$ cat src/verilog/soc_map_pkg.sv
`default_nettype none

package soc_map_pkg;

	// ==============================
	// Address map
	// ==============================

	// Regions on address bits 31 to 28
	localparam logic [3:0] REGION_RAM = 4'h1;
	localparam logic [3:0] REGION_DMA = 4'h5;

	// Block RAM size in 32-bit words
	localparam int RAM_WORDS = 1024;

	// ==============================
	// DMA registers
	// ==============================

	// Word offsets, address bits 3 to 2
	localparam logic [1:0] DMA_REG_SRC    = 2'd0;
	localparam logic [1:0] DMA_REG_DST    = 2'd1;
	localparam logic [1:0] DMA_REG_COUNT  = 2'd2;
	localparam logic [1:0] DMA_REG_STATUS = 2'd3;

endpackage

`default_nettype wire

$ cat src/verilog/bus_pkg.sv
`default_nettype none

package bus_pkg;

	// ==============================
	// Shared bus transaction types
	// ==============================

	// Request as a master presents it, held stable until ready
	typedef struct packed {
		logic        rw;        // High means write
		logic [31:0] address;
		logic [31:0] wdata;
	} bus_req_t;

	// Response, ready pulses for one cycle and carries the read data
	typedef struct packed {
		logic        ready;
		logic [31:0] rdata;
	} bus_rsp_t;

	// Arbiter grant state
	typedef enum logic [1:0] {
		none,
		ibus,
		dbus,
		dma
	} master_sel_t;

endpackage

`default_nettype wire
$ cat src/verilog/bus_decoder.sv
`timescale 1ns/1ps
`default_nettype none

module bus_decoder (
	input  wire                     clock,
	input  wire                     i_rst_n,

	// Shared bus from the arbiter
	input  wire                     i_bus_request,
	input  wire bus_pkg::bus_req_t  i_bus_req,
	output bus_pkg::bus_rsp_t       o_bus_rsp,

	// Block RAM
	output logic                    o_ram_request,
	input  wire bus_pkg::bus_rsp_t  i_ram_rsp,

	// DMA register block
	output logic                    o_dma_reg_request,
	input  wire bus_pkg::bus_rsp_t  i_dma_reg_rsp
);
	import soc_map_pkg::*;

	logic [3:0] region;
	logic       ram_sel;
	logic       dma_sel;
	logic       unmapped_sel;
	logic       unmapped_ready;

	// Region select on the top nibble
	assign region = i_bus_req.address[31:28];
	assign ram_sel = (region == REGION_RAM);
	assign dma_sel = (region == REGION_DMA);
	assign unmapped_sel = !ram_sel && !dma_sel;

	assign o_ram_request = i_bus_request && ram_sel;
	assign o_dma_reg_request = i_bus_request && dma_sel;

	// Unmapped responder, one pulse per access, writes are dropped
	always_ff @(posedge clock or negedge i_rst_n) begin
		if (!i_rst_n) begin
			unmapped_ready <= 1'b0;
		end else begin
			unmapped_ready <= i_bus_request && unmapped_sel && !unmapped_ready;
		end
	end

	// Response mux follows the held address
	always_comb begin
		if (ram_sel) begin
			o_bus_rsp = i_ram_rsp;
		end else if (dma_sel) begin
			o_bus_rsp = i_dma_reg_rsp;
		end else begin
			o_bus_rsp.ready = unmapped_ready;
			o_bus_rsp.rdata = 32'h0;
		end
	end

endmodule

`default_nettype wire

$ cat config.mk
export PLATFORM = sky130hd
export DESIGN_NAME = bus_decoder
export DESIGN_NICKNAME = d
export VERILOG_FILES = /design/src/verilog/soc_map_pkg.sv /design/src/verilog/bus_pkg.sv /design/src/verilog/bus_decoder.sv
export SDC_FILE = /design/constraint.sdc
export NUM_CORES = 1
export LEC_CHECK = 0
export BUFFER_PORTS_ARGS = -buffer_cell sky130_fd_sc_hd__buf_4
export CORE_ASPECT_RATIO = 0.7
export CORE_MARGIN = 8
export CORE_UTILIZATION = 21
export DETAILED_ROUTE_END_ITERATION = 6
export PLACE_DENSITY = 0.85
export SLEW_MARGIN = 15
export SYNTH_ARGS = -nofsm -noshare
export SYNTH_HDL_FRONTEND = slang
export SYNTH_SLANG_ARGS = --single-unit
$ cat constraint.sdc
create_clock -name clock -period 3.26 [get_ports clock]
set_clock_uncertainty 0.2 [all_clocks]
set_input_delay 0.326 -clock clock [delete_from_list [all_inputs] [get_ports clock]]
set_output_delay 0.326 -clock clock [all_outputs]
set_load 0.02 [all_outputs]
==> impl_metrics.ini <==
[setup_path]
cp_cell_sequence = buf_4 > or3b_1 > nor3b_1 > buf_4
worstPathMaxFanout = 33
crit_path_top_delay_cell = or3b_1
r2r-end = unmapped_ready
r2r_cells = 1
start_kind = primary input
worst_setup_path_end_kind = output port
required_ns = 2.73
max_stage_delay_ns = 0.82
path_class = primary input to output port
cp_common_cell = buf_4
reg2reg_slack_ns = 2.43
reg2reg_from = unmapped_ready
crit_path_end = o_ram_request
arrival_ns = 1.79
crit_start = i_bus_req[63]

[detailed_routing]
drtPass1Iterations = 4
top_layer_used = met3
ant_nets = 0
wl_um = 2990
wl_per_cell_um = 13.8
drtIter0Drc = 27
routed_via_density = 4.31
vias = 932
wl_met2_um = 1470
m1WireLength_um = 980
wl_met3_um = 530
drc = 0

[synth]
syn_nets = 214
synthSimpleGateAreaFrac = 0.273
synth_seq_cells = 1
synth_compound_area_frac = 0
yosysMostFrequentCell = mux2i_1
syn_inst = 80
synth_top_family_by_area = multiplexers
synth_top_area_share = 0.538
async_flop_share = 1.00
synth.avg_cell_area_um2 = 7.44
synth_area_leaders = mux2i_1 54%, nor2_1 19%, buf_6 7.6%, dfrtp_1 4.2%, mux2_2 3.8%
synth_edf_count = 0
ys.flop_type = dfrtp_1
yosys_warnings = 0
syn_area_um2 = 596
synthXorXnorAreaFrac = 0
synth_seq_area_share = 0.0420
ys_top_cells_by_count = 32 x mux2i_1, 30 x nor2_1, 4 x buf_2, 4 x buf_6, 3 x nor3b_1
yosysUniqueCellTypes = 10
synth.largest_area_cell = mux2i_1
synth_mux_area_frac = 0.576
synthAdderAreaFrac = 0

[sta]
period_share = 0.710
min_period_ns = 2.31
drv_slew = 0
tightestPinTransition_ns = 1.09
grt_setup_unrepaired = false
setup_viol = 0
fmaxAchievable_mhz = 432
hold_viol_final = 0
slew_headroom = 0.274
fin_setup_tns_ns = 0

[clock_network]
post-cts-setup-buffer-count = 0
clk_pin_slew_worst_paths_ns = 0
clock_latency_ns = 0
cts_resized = 0
holdBufCountCts = 1

[floorplanning]
die-area_mm2 = 0.00482
io_pins = 169
initial_core_util = 0.217
rows = 16
coreArea_mm2 = 0.00274
fp.dieH_um = 60.6
die_w_um = 79.7

[grt]
grt_max_degree = 36
grt_overflow = 0
antenna_found_initial = 0
grt_pass1_wl_um = 4340
grt_usage = 0.108
grt_pass1_vias = 999

[power]
cellPowerDensity_mw_per_mm2 = 122
power_mw = 0.170
power.static_leakage_nw = 0.812
ir_worst_vdd_mv = 0.111

[final_layout]
num_antenna_cells = 0
largest_reg_flops = 1
regMostFlops = unmapped_ready
top_regs = unmapped_ready (1)
area_growth_pct = 133
final_nets = 316
drive_above_1_share = 0.617
nFillCells = 262

[flow_run]
drv_cap = 0

[place]
portBuffers = 107
hpwl_um = 2570
gp_congestion = 0.721

[outcome]
status = finished clean

[worst_hold_path]
hold_class = flip-flop to flip-flop
cells in the final DEF (no fill, tap or decap):
cell,Yosys,layout
dlygate4sd3_1,0,1
mux2_2,2,2
or3b_1,1,1
nor2_2,2,2
nor3b_1,3,3
mux2i_1,32,32
nor2_1,30,30
dfrtp_1,1,1
buf_4,0,107
and3_1,1,1
final cells by class:
| class | count | area [µm²] | area share |
|---|---|---|---|
| sequential | 1 | 25.0 | 0.0180 |
| timing repair buffer | 108 | 813 | 0.586 |
| multi-input combinational | 71 | 505 | 0.364 |
| tap | 36 | 45.0 | 0.0324 |
routing by layer:
| layer | vias to the layer above | track usage |
|---|---|---|
| met1 | 397 | 0.0957 |
| met3 | 0 | 0.0710 |
| met4 | 0 | 0 |
| met2 | 63 | 0.214 |
| met5 | - | 0 |
| li1 | 472 | - |
where the power goes:
group	internal, mW	switching, mW
Clock	0	0
Combinational	0.0952	0.0607
Sequential	0.0136	0.000403
Total	0.109	0.0611
metrics by stage:
| step | cell area (µm²) | setup slack (ns) | utilization | std cells | hold WS, ns |
|---|---|---|---|---|---|
| finish | 1390 | 0.946 | 0.506 | 216 | 0.216 |
| global route | 1390 | 0.819 | 0.506 | 216 | 0.244 |
| CTS | 1390 | 0.919 | 0.506 | 216 | 0.221 |
| detailed placement | 1380 | 0.933 | 0.503 | 215 | -0.0970 |
| global placement | 1380 | 0.918 | 0.503 | 215 | -0.0968 |
| floorplan | 596 | 1.35 | - | 80 | -0.170 |
cells by family (layout without fill, tap and decap cells):
| family | Yosys count | in the layout |
|---|---|---|
| buffers and inverters | 8 | 108 |
| multiplexers | 34 | 34 |
| flip-flops | 1 | 1 |
| AND/OR/NAND/NOR | 37 | 37 |
worst min path at each step:
stage                     cells after the start  slack, ns           start              to
final                                         1       0.22  unmapped_ready  unmapped_ready
after global routing                          1       0.24  unmapped_ready  unmapped_ready
after CTS                                     1       0.22  unmapped_ready  unmapped_ready
after detailed placement                      1       -0.1         i_rst_n  unmapped_ready
after global placement                        1       -0.1         i_rst_n  unmapped_ready
after floorplan                               0      -0.17         i_rst_n  unmapped_ready
worst max-delay path, delay by kind of cell:
kind,cells,cell delay (ns)
buf+inv,2,0.29
simple gates,2,1.17
No activity file was read; power rests on OpenSTA's default activity.
