**config.mk**
```make
export PLATFORM = sky130hd
export DESIGN_NAME = dma_engine
export DESIGN_NICKNAME = d
export VERILOG_FILES = /design/src/verilog/soc_map_pkg.sv /design/src/verilog/bus_pkg.sv /design/src/verilog/dma_engine.sv
export SDC_FILE = /design/constraint.sdc
export NUM_CORES = 1
export LEC_CHECK = 0
export ABC_AREA = 1
export BUFFER_PORTS_ARGS = -buffer_cell sky130_fd_sc_hd__buf_2
export CAP_MARGIN = 40
export CORE_ASPECT_RATIO = 2
export CORE_MARGIN = 2
export CORE_UTILIZATION = 35
export CTS_BUF_LIST = sky130_fd_sc_hd__clkbuf_2 sky130_fd_sc_hd__clkbuf_4 sky130_fd_sc_hd__clkbuf_8
export DETAILED_ROUTE_END_ITERATION = 6
export SYNTH_ARGS = -nofsm -noshare
export SYNTH_HDL_FRONTEND = slang
export SYNTH_SLANG_ARGS = --single-unit
```
**constraint.sdc**
```tcl
create_clock -name clock -period 4.39 [get_ports clock]
set_input_delay 0 -clock clock [delete_from_list [all_inputs] [get_ports clock]]
set_output_delay 0 -clock clock [all_outputs]
set_load 0.005 [all_outputs]
```
**src/verilog/soc_map_pkg.sv**
```systemverilog
`default_nettype none

package soc_map_pkg;

	// ==============================
	// Address map
	// ==============================

	// Regions on address bits 31 to 28
	localparam logic [3:0] REGION_RAM = 4'h1;
	localparam logic [3:0] REGION_DMA = 4'h5;

	// Block RAM size in 32-bit words
	localparam int RAM_WORDS = 1024;

	// ==============================
	// DMA registers
	// ==============================

	// Word offsets, address bits 3 to 2
	localparam logic [1:0] DMA_REG_SRC    = 2'd0;
	localparam logic [1:0] DMA_REG_DST    = 2'd1;
	localparam logic [1:0] DMA_REG_COUNT  = 2'd2;
	localparam logic [1:0] DMA_REG_STATUS = 2'd3;

endpackage

`default_nettype wire

```
**src/verilog/bus_pkg.sv**
```systemverilog
`default_nettype none

package bus_pkg;

	// ==============================
	// Shared bus transaction types
	// ==============================

	// Request as a master presents it, held stable until ready
	typedef struct packed {
		logic        rw;        // High means write
		logic [31:0] address;
		logic [31:0] wdata;
	} bus_req_t;

	// Response, ready pulses for one cycle and carries the read data
	typedef struct packed {
		logic        ready;
		logic [31:0] rdata;
	} bus_rsp_t;

	// Arbiter grant state
	typedef enum logic [1:0] {
		none,
		ibus,
		dbus,
		dma
	} master_sel_t;

endpackage

`default_nettype wire
```
**src/verilog/dma_engine.sv**
```systemverilog
`timescale 1ns/1ps
`default_nettype none

module dma_engine (
	input  wire                     clock,
	input  wire                     i_rst_n,

	// Register slave
	input  wire                     i_reg_request,
	input  wire bus_pkg::bus_req_t  i_reg_req,
	output bus_pkg::bus_rsp_t       o_reg_rsp,

	// Bus master towards the arbiter
	output logic                    o_bus_valid,
	output bus_pkg::bus_req_t       o_bus_req,
	input  wire bus_pkg::bus_rsp_t  i_bus_rsp
);
	import soc_map_pkg::*;

	typedef enum logic [1:0] {
		st_idle,
		st_read,
		st_write
	} state_t;

	state_t      state;
	logic [31:0] src;
	logic [31:0] dst;
	logic [31:0] count;
	logic [31:0] data_q;
	logic        busy;
	logic        reg_access;
	logic        reg_write;
	logic [1:0]  reg_sel;
	logic        reg_ready;
	logic [31:0] reg_rdata;

	// ==============================
	// Register slave
	// ==============================

	// One access per request, the ready cycle is not a new one
	assign reg_access = i_reg_request && !reg_ready;
	assign reg_write = reg_access && i_reg_req.rw;
	assign reg_sel = i_reg_req.address[3:2];
	assign busy = (state != st_idle);

	always_ff @(posedge clock or negedge i_rst_n) begin
		if (!i_rst_n) begin
			reg_ready <= 1'b0;
		end else begin
			reg_ready <= reg_access;
		end
	end

	always_ff @(posedge clock) begin
		if (reg_access) begin
			case (reg_sel)
				DMA_REG_SRC: reg_rdata <= src;
				DMA_REG_DST: reg_rdata <= dst;
				DMA_REG_COUNT: reg_rdata <= count;
				DMA_REG_STATUS: reg_rdata <= {31'h0, busy};
				default: reg_rdata <= 32'h0;
			endcase
		end
	end

	assign o_reg_rsp = '{ready: reg_ready, rdata: reg_rdata};

	// ==============================
	// Copy state machine
	// ==============================

	always_ff @(posedge clock or negedge i_rst_n) begin
		if (!i_rst_n) begin
			state <= st_idle;
			src <= 32'h0;
			dst <= 32'h0;
			count <= 32'h0;
		end else begin
			case (state)
				// Registers only take writes while idle
				st_idle: begin
					if (reg_write) begin
						case (reg_sel)
							DMA_REG_SRC: src <= i_reg_req.wdata;
							DMA_REG_DST: dst <= i_reg_req.wdata;
							DMA_REG_COUNT: begin
								count <= i_reg_req.wdata;
								if (i_reg_req.wdata != 32'h0) begin
									state <= st_read;
								end
							end
							default: ;
						endcase
					end
				end
				st_read: begin
					if (i_bus_rsp.ready) begin
						state <= st_write;
					end
				end
				st_write: begin
					if (i_bus_rsp.ready) begin
						src <= src + 32'd4;
						dst <= dst + 32'd4;
						count <= count - 32'd1;
						// Last word written
						state <= (count == 32'd1) ? st_idle : st_read;
					end
				end
				default: state <= st_idle;
			endcase
		end
	end

	// Word in flight between the read and the write
	always_ff @(posedge clock) begin
		if (state == st_read && i_bus_rsp.ready) begin
			data_q <= i_bus_rsp.rdata;
		end
	end

	assign o_bus_valid = busy;
	assign o_bus_req = '{
		rw: (state == st_write),
		address: (state == st_write) ? dst : src,
		wdata: data_q
	};

endmodule

`default_nettype wire

```
==> flow_summary.json <==
{
  "cts_buffers": 17,
  "ys_types": 38,
  "start_util": 0.355,
  "register_area_mm2": 0.00440,
  "required_ps": 4790,
  "yosysTopAreaCell": "dfrtp_1",
  "io_buffers": 169,
  "switchingPower_uw": 3620,
  "p_sw_frac": 0.482,
  "h-tree-depth": 4,
  "r2r-start": "state[1]$_DFFE_PN0P_",
  "critical_path.max_fanout": 82,
  "syn2layout_area_growth_pct": 23.9,
  "multi_input_area_mm2": 0.00454,
  "arrival_ps": 3510,
  "fin_nets": 1696,
  "drt-wirelength-per-cell_um": 19.6,
  "layout.cells.most_common": "nand2_1",
  "layout.cells.non_filler": 1957,
  "cp_top_family": "buffers and inverters",
  "fin_crit_sh": 0.707,
  "r2r_end": "src[23]$_DFFE_PN0P_",
  "grt_start_max_net_pins": 83,
  "netlist_top_cells_area": "dfrtp_1 (25%), edfxtp_1 (20%), nand2_1 (14%), nor2_1 (10%), inv_1 (5.6%)",
  "skew_ps": 19.1,
  "cp_slowest_stage_delay_ps": 660,
  "syn_inst": 1365,
  "clock_path_buffers": 2,
  "synth.avg_cell_area_um2": 7.14,
  "power.clock.fraction": 0.162,
  "ys_ff_latch": 163,
  "max_slew.worst_pin.slew_ps": 933,
  "worstSetupPathType": "register to register",
  "cts_tree": "done",
  "peakVddDrop_uv": 248,
  "drt-total-wl_um": 38300,
  "clk_latency_ps": 500,
  "first_pass_iters": 7,
  "cts_root_buf": "clkbuf_8",
  "grt_pass1_wl_um": 58200,
  "p_int_uw": 3890,
  "finalSetupTns_ps": 0,
  "crit_start": "state[1]$_DFFE_PN0P_",
  "clk_pin_slew_ps": 100,
  "dieWidth_um": 122,
  "rr_worst_depth": 10,
  "p_leak_uw": 0.00547,
  "crit_path_end_kind": "register",
  "path_depth": 10,
  "die_y_um": 240,
  "n_fill_cell": 2819,
  "fmax_ghz": 0.322,
  "dp.final_hpwl_um": 28900,
  "drc": 0,
  "netlist.area_leader.share": 0.254,
  "path_common_cell": "nand2_1",
  "status": "complete, no violations",
  "final_max_slew_viol_count": 0,
  "design.core.area_mm2": 0.0274,
  "period_needed_ps": 3100,
  "ant_nets": 0,
  "track_usage": 0.266,
  "yosysSeqAreaShare": 0.451,
  "place_inst": 1852,
  "dieArea_mm2": 0.0293,
  "rows": 86,
  "drt_first_iter_violations": 893,
  "yosysWarnings": 0,
  "slew_headroom": 0.373,
  "via_per_inst": 5.27,
  "min-delay-start": "i_reg_req[23]",
  "cp_num_buf_inv": 4,
  "grt_pass1_vias": 10500,
  "most-common-layout-cells": "nand2_1 (369), nor2_1 (269), buf_2 (169)",
  "cts.sinks": 163,
  "cap_violations": 0,
  "antenna_found_initial": 1,
  "synth_nets": 1470,
  "timing.final.ws_setup_ps": 1290,
  "r2r_setup_slack_ps": 1290,
  "p_comb_frac": 0.467,
  "path_cells": "buf_4 -> nand2_2 -> buf_4 -> nand2_1 -> nand2_4 -> inv_2 -> o21ai_0 -> nand2_1 -> nand2_1 -> inv_1",
  "power_density_mw_per_mm2": 622,
  "via_count": 10300,
  "hp-class": "primary input to register",
  "drive_gt1_frac": 0.145,
  "seq_power_share": 0.371,
  "rsz0062_at_grt": "false",
  "setup_violations": 0,
  "syn_area_mm2": 0.00975,
  "overflow": 0,
  "dp_slack_ps": 1350,
  "hold_viol": 0,
  "worst_setup_path_start_kind": "register",
  "gp_congestion": 1.01,
  "ioPinCount": 200,
  "endpoint": "src[23]$_DFFE_PN0P_",
  "slowest_stage": "buf_4"
}
[kinds of logic (layout without fill, tap and decap cells)]
family                   Yosys count  in the layout  share of synthesized area
XOR/XNOR                           9              9                    0.00809
flip-flops                       163            163                      0.451
other                              0              1                          0
AO/OA/AOI/OAI                    237            237                      0.141
AND/OR/NAND/NOR                  753            753                      0.310
adder cells (fa/ha/maj)            4              4                    0.00514
buffers and inverters            199            438                     0.0837
[cell type report]
type	instances	share of cell area
clock buffers	18	0.0205
repair buffers	255	0.141
flip-flops and latches	163	0.364
clock inverters	14	0.0145
multi-input cells	1003	0.376
well taps	352	0.0365
diodes	1	0.000207
inverters	151	0.0471
[power groups by stage]
stage	logic [uW]	clock network [uW]	registers [uW]
6_report	3510	1220	2790
5_1_grt	3930	1300	2860
4_1_cts	3490	1250	2770
3_5_place_dp	3410	0	2790
3_3_place_gp	3350	0	2770
2_1_floorplan	2270	0	2600
[metrics by stage]
step                      hold slack (ps)  total power [uW]  utilization  cell area (um^2)
after global placement                176              6120        0.397             10900
final                                36.2              7520        0.440             12100
after CTS                            21.2              7510        0.440             12100
after global routing                 62.7              8090        0.440             12100
after detailed placement             -130              6200        0.399             10900
after floorplan                      -296              4870            -              9750
[cell usage after synthesis]
cell type,n
o21bai_1,2
o21ai_0,89
nor2_1,271
a31oi_1,20
buf_2,17
o21ai_1,10
o221ai_1,29
edfxtp_1,64
clkbuf_1,17
o2111ai_1,1
nand4_1,19
a21o_1,1
dfrtp_1,99
nand3_1,73
buf_6,4
ha_1,4
a21oi_1,65
nand2_4,1
nand3_4,1
nor2_2,4
xnor2_1,2
buf_4,4
o21a_1,6
and2_0,1
buf_1,6
inv_4,1
inv_2,5
nand2_1,370
o22ai_1,3
nor3_1,9
xor2_1,7
a22oi_1,4
o211ai_1,5
inv_1,145
nand3b_1,2
a22o_1,1
o31ai_1,1
nand2_2,2
[how the worst min path moves through the flow]
stage	cells past startpoint	slack, ps	endpoint
2_1_floorplan	0	-300	count[0]$_DFFE_PN0P_
3_3_place_gp	1	180	data_q[27]$_DFFE_PP_
3_5_place_dp	1	-130	dst[4]$_DFFE_PN0P_
4_1_cts	5	20	dst[23]$_DFFE_PN0P_
5_1_grt	3	60	dst[2]$_DFFE_PN0P_
6_report	5	40	dst[23]$_DFFE_PN0P_
[metal layers]
| layer | part of all wire | GRT usage | vias up | wire (um) |
|---|---|---|---|---|
| met5 | 0 | 0 | - | 0 |
| met4 | 0.073 | 0.187 | 0 | 2790 |
| met3 | 0.059 | 0.0389 | 119 | 2250 |
| met2 | 0.50 | 0.466 | 468 | 19200 |
| met1 | 0.37 | 0.290 | 4812 | 14000 |
| li1 | - | - | 4922 | - |
[sequential cells by signal, summed over array words and instances, names as in the netlist]
signal     count
dst           32
src           32
reg_rdata     32
data_q        32
state          2
count         32
reg_ready      1
[worst min-delay path, delay by kind of cell]
kind	cells	cell delay [ps]
compound gates	1	190
buf+inv	2	180
simple gates	2	130
[timing repair]
action | in CTS | in global routing
hold buffers | 71 | 0
endpoints found under the hold margin | 206 | 0
buffers inserted | 0 | 0
resized for setup | 0 | 0
Note: power is estimated with default switching activity, not from simulation.
