### src/verilog/bus_pkg.sv
`default_nettype none

package bus_pkg;

	// ==============================
	// Shared bus transaction types
	// ==============================

	// Request as a master presents it, held stable until ready
	typedef struct packed {
		logic        rw;        // High means write
		logic [31:0] address;
		logic [31:0] wdata;
	} bus_req_t;

	// Response, ready pulses for one cycle and carries the read data
	typedef struct packed {
		logic        ready;
		logic [31:0] rdata;
	} bus_rsp_t;

	// Arbiter grant state
	typedef enum logic [1:0] {
		none,
		ibus,
		dbus,
		dma
	} master_sel_t;

endpackage

`default_nettype wire
### src/verilog/bus_arbiter.sv
`timescale 1ns/1ps
`default_nettype none

module bus_arbiter (
	input  wire                     clock,
	input  wire                     i_rst_n,

	// Instruction port, read only
	input  wire                     i_ibus_valid,
	input  wire bus_pkg::bus_req_t  i_ibus_req,
	output bus_pkg::bus_rsp_t       o_ibus_rsp,

	// Data port
	input  wire                     i_dbus_valid,
	input  wire bus_pkg::bus_req_t  i_dbus_req,
	output bus_pkg::bus_rsp_t       o_dbus_rsp,

	// DMA master port
	input  wire                     i_dma_valid,
	input  wire bus_pkg::bus_req_t  i_dma_req,
	output bus_pkg::bus_rsp_t       o_dma_rsp,

	// Shared bus towards the decoder
	output logic                    o_bus_request,
	output bus_pkg::bus_req_t       o_bus_req,
	input  wire bus_pkg::bus_rsp_t  i_bus_rsp
);
	import bus_pkg::*;

	master_sel_t grant;

	// ==============================
	// Grant register
	// ==============================

	// Fixed priority dbus, ibus, dma; only taken in an idle cycle
	always_ff @(posedge clock or negedge i_rst_n) begin
		if (!i_rst_n) begin
			grant <= none;
		end else if (grant == none) begin
			if (i_dbus_valid) begin
				grant <= dbus;
			end else if (i_ibus_valid) begin
				grant <= ibus;
			end else if (i_dma_valid) begin
				grant <= dma;
			end
		end else if (i_bus_rsp.ready) begin
			// Transaction done, back to idle on this edge
			grant <= none;
		end
	end

	// ==============================
	// Request and response routing
	// ==============================

	assign o_bus_request = (grant != none);

	always_comb begin
		case (grant)
			// Instruction port can only read
			ibus: o_bus_req = '{rw: 1'b0, address: i_ibus_req.address, wdata: 32'h0};
			dbus: o_bus_req = i_dbus_req;
			dma: o_bus_req = i_dma_req;
			default: o_bus_req = '0;
		endcase
	end

	// Response goes to the granted port only
	always_comb begin
		o_ibus_rsp = '0;
		o_dbus_rsp = '0;
		o_dma_rsp = '0;
		case (grant)
			ibus: o_ibus_rsp = i_bus_rsp;
			dbus: o_dbus_rsp = i_bus_rsp;
			dma: o_dma_rsp = i_bus_rsp;
			default: ;
		endcase
	end

endmodule

`default_nettype wire

### config.mk
export PLATFORM = sky130hd
export DESIGN_NAME = bus_arbiter
export DESIGN_NICKNAME = d
export VERILOG_FILES = /design/src/verilog/bus_pkg.sv /design/src/verilog/bus_arbiter.sv
export SDC_FILE = /design/constraint.sdc
export NUM_CORES = 1
export LEC_CHECK = 0
export BUFFER_PORTS_ARGS = -buffer_cell sky130_fd_sc_hd__buf_2
export CAP_MARGIN = 0
export CELL_PAD_IN_SITES_DETAIL_PLACEMENT = 1
export CELL_PAD_IN_SITES_GLOBAL_PLACEMENT = 2
export CORE_AREA = 2 2 153 155
export CTS_CLUSTER_SIZE = 20
export DETAILED_ROUTE_END_ITERATION = 8
export DIE_AREA = 0 0 155 157
export GPL_TIMING_DRIVEN = 0
export PLACE_DENSITY_LB_ADDON = 0.1
export SYNTH_ARGS = -nofsm -noshare
export SYNTH_HDL_FRONTEND = slang
export SYNTH_SLANG_ARGS = --single-unit
### constraint.sdc
create_clock -name clock -period 1.3 [get_ports clock]
set_input_delay 0.195 -clock clock [delete_from_list [all_inputs] [get_ports clock]]
set_output_delay 0.195 -clock clock [all_outputs]
set_load 0.05 [all_outputs]
==> results_dict.tcl, run 1 <==
set metrics [dict create \
    yosysWarnings 0 \
    synth_edf_count 0 \
    clockBufferDepth 2 \
    yosysTopAreaCellShare 0.3270 \
    ir_drop_uv 1200 \
    finalHoldViolations 0 \
    period_needed_ps 1755 \
    top_register "grant" \
    vias 4044 \
    grt_overflow 0 \
    die_w_microns 155 \
    drt_first_pass_iters 4 \
    async_flop_share 1.000 \
    ant_nets 0 \
    power_leakage_nw 3.653 \
    syn_avg_cell_area_sq_um 7.156 \
    syn_inst 278 \
    rows 55 \
    slew_violations 0 \
    core_sq_um 22500 \
    grt_pass1_vias 4248 \
    dp_hpwl_microns 14020 \
    fmax_mhz 569.7 \
    routabilityCongestion 0.7399 \
    maxSlewHeadroom 0.7939 \
    clk_pin_slew_ps 30 \
    ys_ff_latch 2 \
    arrival_ps 1560 \
    hp-class "input port to register" \
    htree_levels 1 \
    crit_path_start_kind "register" \
    grt_setup_unrepaired "true" \
    cts.sinks 2 \
    drc_errors 0 \
    grt_max_degree 11 \
    fin_skew_ps 1.048 \
    worst_pin_slew_ps 309.1 \
    n_fill_cell 2418 \
    largest_register_ffs 2 \
    finalCritPeriodShare 1.350 \
    reg.largest.list "grant: 2 flops" \
    crit_fanout 8 \
    yosys-top-cells-count "and3_1, mux2i_1, nor2_1" \
    wl_per_cell_microns 19.29 \
    clock_latency_ps 220 \
    r2r_start "grant[1]$_DFFE_PN0P_" \
    yosysTopAreaCell "mux2i_1" \
    drtIter0Drc 67 \
    multi_input_comb_area_sq_um 3647 \
    grt_first_pass_wirelength_microns 24710 \
    cts_buffers 3 \
    vias_per_cell 4.156 \
    io_buffers 364 \
    cap_violations 0 \
    crit_chain "buf_6, nor2_4, buf_12, clkbuf_16, o2bb2ai_4, buf_8" \
    critPathMaxStageDelay_ps 440 \
    worstHoldEndpoint "grant[0]$_DFFE_PN0P_" \
    die_height_microns 157 \
    grt_usage 0.1303 \
    cp-end-kind "output pin" \
    ios 398 \
    die_area_sq_um 24340 \
    synth_top_flop_cell "dfrtp_1" \
    synth.most_common_cell "and3_1" \
    timing.rr.end "grant[1]$_DFFE_PN0P_" \
    critPathSlowestCell "dfrtp_2" \
    violations "setup timing" \
    ys_types 17 \
    drive_gt1_frac 0.9811 \
    synth_fp_nets 511 \
    r2r_slack_ps 80 \
    wirelength_microns 18770 \
    worstHoldStart "i_dbus_valid" \
    whs_ps 216.7 \
    crit_required_ps 1110 \
    worst_slack_ps -455.3 \
    antenna_found_initial 1 \
    power-per-cell-area_nw_per_um2 2517 \
    area_growth_pct 336.5 \
    ys_seq_area_frac 0.02516 \
    finalSetupViolations 165 \
    cts_root_buf "clkbuf_16" \
    dp_slack_ps -552.8 \
    whs_path_depth 2 \
    regArea_sq_um 51.30 \
    cts_tree "built" \
    status "finished, violations left" \
    initial_utilization 0.08841 \
    syn_area_sq_um 1989 \
    critPathKind "register to output pin" \
    reg2reg_depth 5 \
    layout.nets 922 \
    synthTopCellsByArea "mux2i_1, and3_1, o2bb2ai_1" \
]
through the flow:
step	std cells	utilization	instance area, sq um	TNS (ps)	power [mW]
finish	973	0.3859	8683	-62830	21.85
global route	972	0.3858	8681	-70620	22.70
CTS	942	0.3061	6889	-62990	17.98
detailed placement	927	0.2363	5316	-64210	13.88
global placement	927	0.2363	5316	-64240	13.84
floorplan	278	-	3138	-4066	10.88
timing repair:
action                     in CTS  in global routing
setup buffers                   8                 16
setup endpoints to repair     166                165
pin swaps                       1                 26
gates resized for setup       373                362
hold buffers                    1                  0
cloned                          3                 16
hold endpoints to repair        2                  0
routing by layer:
layer,global-route usage,wire [microns],part of all wire
met3,0.02808,1290,0.069
met5,0,0,0
met2,0.2646,10760,0.57
met4,0.02601,191,0.010
met1,0.1364,6529,0.35
layout by cell type (no fill, tap or decap), types with 3 or more instances in the layout:
| master | count |
|---|---|
| buf_2 | 199 |
| buf_8 | 109 |
| buf_6 | 86 |
| and3_4 | 82 |
| mux2i_4 | 50 |
| nor2_4 | 34 |
| o2bb2ai_4 | 31 |
| clkbuf_16 | 18 |
| and3_2 | 17 |
| buf_12 | 11 |
| buf_4 | 10 |
| mux2i_2 | 9 |
| buf_16 | 6 |
| mux2i_1 | 6 |
| clkbuf_8 | 3 |
| clkbuf_4 | 3 |
report_power, final:
part | internal (mW) | switching [mW] | total (mW)
logic | 9.82 | 11.4 | 21.3
registers | 0.0935 | 0.0383 | 0.132
clock network | 0.391 | 0.0649 | 0.456
critical path: cells and delay by family (launching register included):
family	cells	cell delay [ps]
buffers and inverters	4	650
AO/OA/AOI/OAI	1	120
AND/OR/NAND/NOR	1	110
flip-flops	1	440
how the worst max path moves through the flow:
stage / slack, ps / cells past startpoint / end / from
final: -460 / 6 / o_bus_req[43] / grant[1]$_DFFE_PN0P_
after global routing: -500 / 6 / o_bus_req[5] / grant[0]$_DFFE_PN0P_
after CTS: -500 / 6 / o_bus_req[3] / grant[0]$_DFFE_PN0P_
after detailed placement: -550 / 4 / o_ibus_rsp[17] / grant[1]$_DFFE_PN0P_
after global placement: -550 / 4 / o_ibus_rsp[17] / grant[1]$_DFFE_PN0P_
after floorplan: -120 / 4 / o_bus_req[61] / grant[0]$_DFFE_PN0P_
kinds of logic after synthesis:
family,count (synthesis),share of synthesized area
simple gates,135,0.3830
mux,65,0.3270
buf+inv,41,0.1138
compound gates,35,0.1509
flops,2,0.02516
area by class of cell:
class	count	area share
Timing Repair Buffer	406	0.4494
Multi-Input combinational cell	235	0.4200
Buffer	37	0.07003
Tap cell	285	0.04107
Clock buffer	3	0.008646
Sequential cell	2	0.005908
Inverter	3	0.003602
Timing Repair inverter	1	0.001009
Antenna cell	1	0.0002882
Note: power is estimated with default switching activity, not from simulation.
==> run 2, diff against run 1 <==
==> constraint.sdc (replaced) <==
create_clock -name clock -period 2.1 [get_ports clock]
set_input_delay 0.315 -clock clock [delete_from_list [all_inputs] [get_ports clock]]
set_output_delay 0.315 -clock clock [all_outputs]
set_load 0.05 [all_outputs]
==> run 2 against run 1 <==
  * The run now ends clean
  * Non-clock buffer count down 40
  * Final cell count down 4.3%
  * Global-route usage decreased by 0.82 points
  * Wire length down 13%
  * Critical path depth fell by 1
  * Register-to-register slack gained 780 ps
  * Clock power down 38%
  * Hold slack gained 110 ps
==> results_dict.tcl, run 2 (synthesis results as in run 1) <==
set metrics [dict create \
    fin_skew_ps 1.916 \
    io_buffers 364 \
    design_area_sq_um 4310 \
    regArea_sq_um 51.30 \
    initial_utilization 0.08841 \
    clk_pin_slew_ps 30 \
    dp.cells 927 \
    r2r_slack_ps 860 \
    grt_max_degree 11 \
    fmax_mhz 509.8 \
    core_sq_um 22500 \
    clock_latency_ps 220 \
    layout.nets 881 \
    status "complete, no violations" \
    n_fill_cell 2857 \
    largest_register_ffs 2 \
    worstHoldStart "i_dbus_valid" \
    seqPwrFrac 0.012 \
    die_height_microns 157 \
    cp-end-kind "output pin" \
    wl_per_cell_microns 17.59 \
    worst_pin_slew_ps 473.7 \
    crit_required_ps 1780 \
    switching_share 0.7231 \
    die_area_sq_um 24340 \
    reg.largest.list "grant: 2 flops" \
    vias 3670 \
    top_register "grant" \
    die_w_microns 155 \
    vias_per_cell 3.942 \
    drt_first_pass_iters 4 \
    critPathLaunch "grant[0]$_DFFE_PN0P_" \
    tns_ps 0 \
    cts_buffers 3 \
    maxSlewHeadroom 0.6842 \
    clockBufferDepth 2 \
    total_power_mw 7.398 \
    dp_hpwl_microns 13990 \
    cts_tree "built" \
    power_leakage_nw 2.804 \
    power.internal_mw 2.049 \
    area_growth_pct 116.7 \
    r2r_start "grant[0]$_DFFE_PN0P_" \
    p_sw_mw 5.349 \
    crit_fanout 10 \
    grt_setup_unrepaired "true" \
    ir_drop_uv 430.8 \
    cts_root_buf "clkbuf_16" \
    drtIter0Drc 89 \
    power-per-cell-area_nw_per_um2 1716 \
    ios 398 \
    layout_common_cells "buf_2, and3_1, mux2i_1" \
    cap_violations 0 \
    grt_usage 0.1221 \
    p_clk_frac 0.038 \
    layout_commonest_cell "buf_2" \
    rows 55 \
    hp-class "input port to register" \
    reg2reg_depth 4 \
    cts.sinks 2 \
    cts_setup_buffers 0 \
    antenna_found_initial 2 \
    ant_nets 0 \
    grt_first_pass_wirelength_microns 23080 \
    finalNonFillerCells 931 \
    drive_gt1_frac 0.6254 \
    slew_violations 0 \
    diodes 0 \
    grt_pass1_vias 3916 \
    dpl-instance-area_sq_um 4168 \
    routabilityCongestion 0.7740 \
    period_needed_ps 1961 \
    finalSetupViolations 0 \
    htree_levels 1 \
    crit_path_end "o_dbus_rsp[24]" \
    critPathKind "register to output pin" \
    finalHoldViolations 0 \
    arrival_ps 1650 \
    grt_overflow 0 \
    wirelength_microns 16370 \
    finalCritPeriodShare 0.9340 \
    p_comb_frac 0.950 \
    drc_errors 0 \
    multi_input_comb_area_sq_um 1713 \
    timing.rr.end "grant[0]$_DFFE_PN0P_" \
    crit_path_start_kind "register" \
]
## run 2: cell count changes in the layout (fill, tap and decap cells not counted), sizes merged
cell,change
diode,-1
clkinv,-2
buf,-49
clkbuf,+9
inv,+1
## run 2: worst min path at each step
stage,to,slack [ps],depth (start not counted)
2_1_floorplan,grant[0]$_DFFE_PN0P_,20,0
3_3_place_gp,grant[0]$_DFFE_PN0P_,100,1
3_5_place_dp,grant[1]$_DFFE_PN0P_,110,1
4_1_cts,grant[0]$_DFFE_PN0P_,330,2
5_1_grt,grant[0]$_DFFE_PN0P_,340,2
6_report,grant[0]$_DFFE_PN0P_,330,2
## run 2: power by group through the flow
stage | Sequential (mW) | Combinational, mW | Clock [mW]
2_1_floorplan | 0.0726 | 5.19 | 0
3_3_place_gp | 0.0867 | 7.08 | 0
3_5_place_dp | 0.0861 | 7.06 | 0
4_1_cts | 0.0917 | 7.09 | 0.289
5_1_grt | 0.0946 | 7.46 | 0.295
6_report | 0.0870 | 7.03 | 0.283
## run 2: per-layer routing
metal / vias up / GRT usage / wire, microns
li1: 1773 / - / -
met1: 1675 / 0.1206 / 5522
met2: 216 / 0.2491 / 8972
met3: 4 / 0.04818 / 1831
met4: 2 / 0.006173 / 34
met5: - / 0 / 13
## run 2: critical path, cell delays in order, from the launching register on
cell and delay [ps]:
dfrtp_1 350, buf_4 160, inv_2 200, clkbuf_4 260, and3_1 180, buf_2 270
## run 2: final cells by class
type,instances,area share
Clock buffer,3,0.01742
Multi-Input combinational cell,235,0.3974
Timing Repair Buffer,365,0.4331
Sequential cell,2,0.01190
Inverter,3,0.003193
Buffer,38,0.05428
Tap cell,285,0.08273
## run 2: metrics by stage
| stage | util | hold slack, ps | worst slack (ps) |
|---|---|---|---|
| final | 0.1915 | 330.0 | 138.6 |
| after global routing | 0.1915 | 344.5 | -0.2521 |
| after CTS | 0.1894 | 329.9 | 6.929 |
| after detailed placement | 0.1852 | 105.5 | 77.36 |
| after global placement | 0.1852 | 100.7 | 32.84 |
| after floorplan | - | 19.41 | 220.6 |
## run 2: repair_timing
| action | 4_1_cts | 5_1_grt |
|---|---|---|
| endpoints found under the hold margin | 2 | 0 |
| endpoints found under the setup margin | 91 | 44 |
| hold buffers | 1 | 0 |
| resized for setup | 7 | 25 |
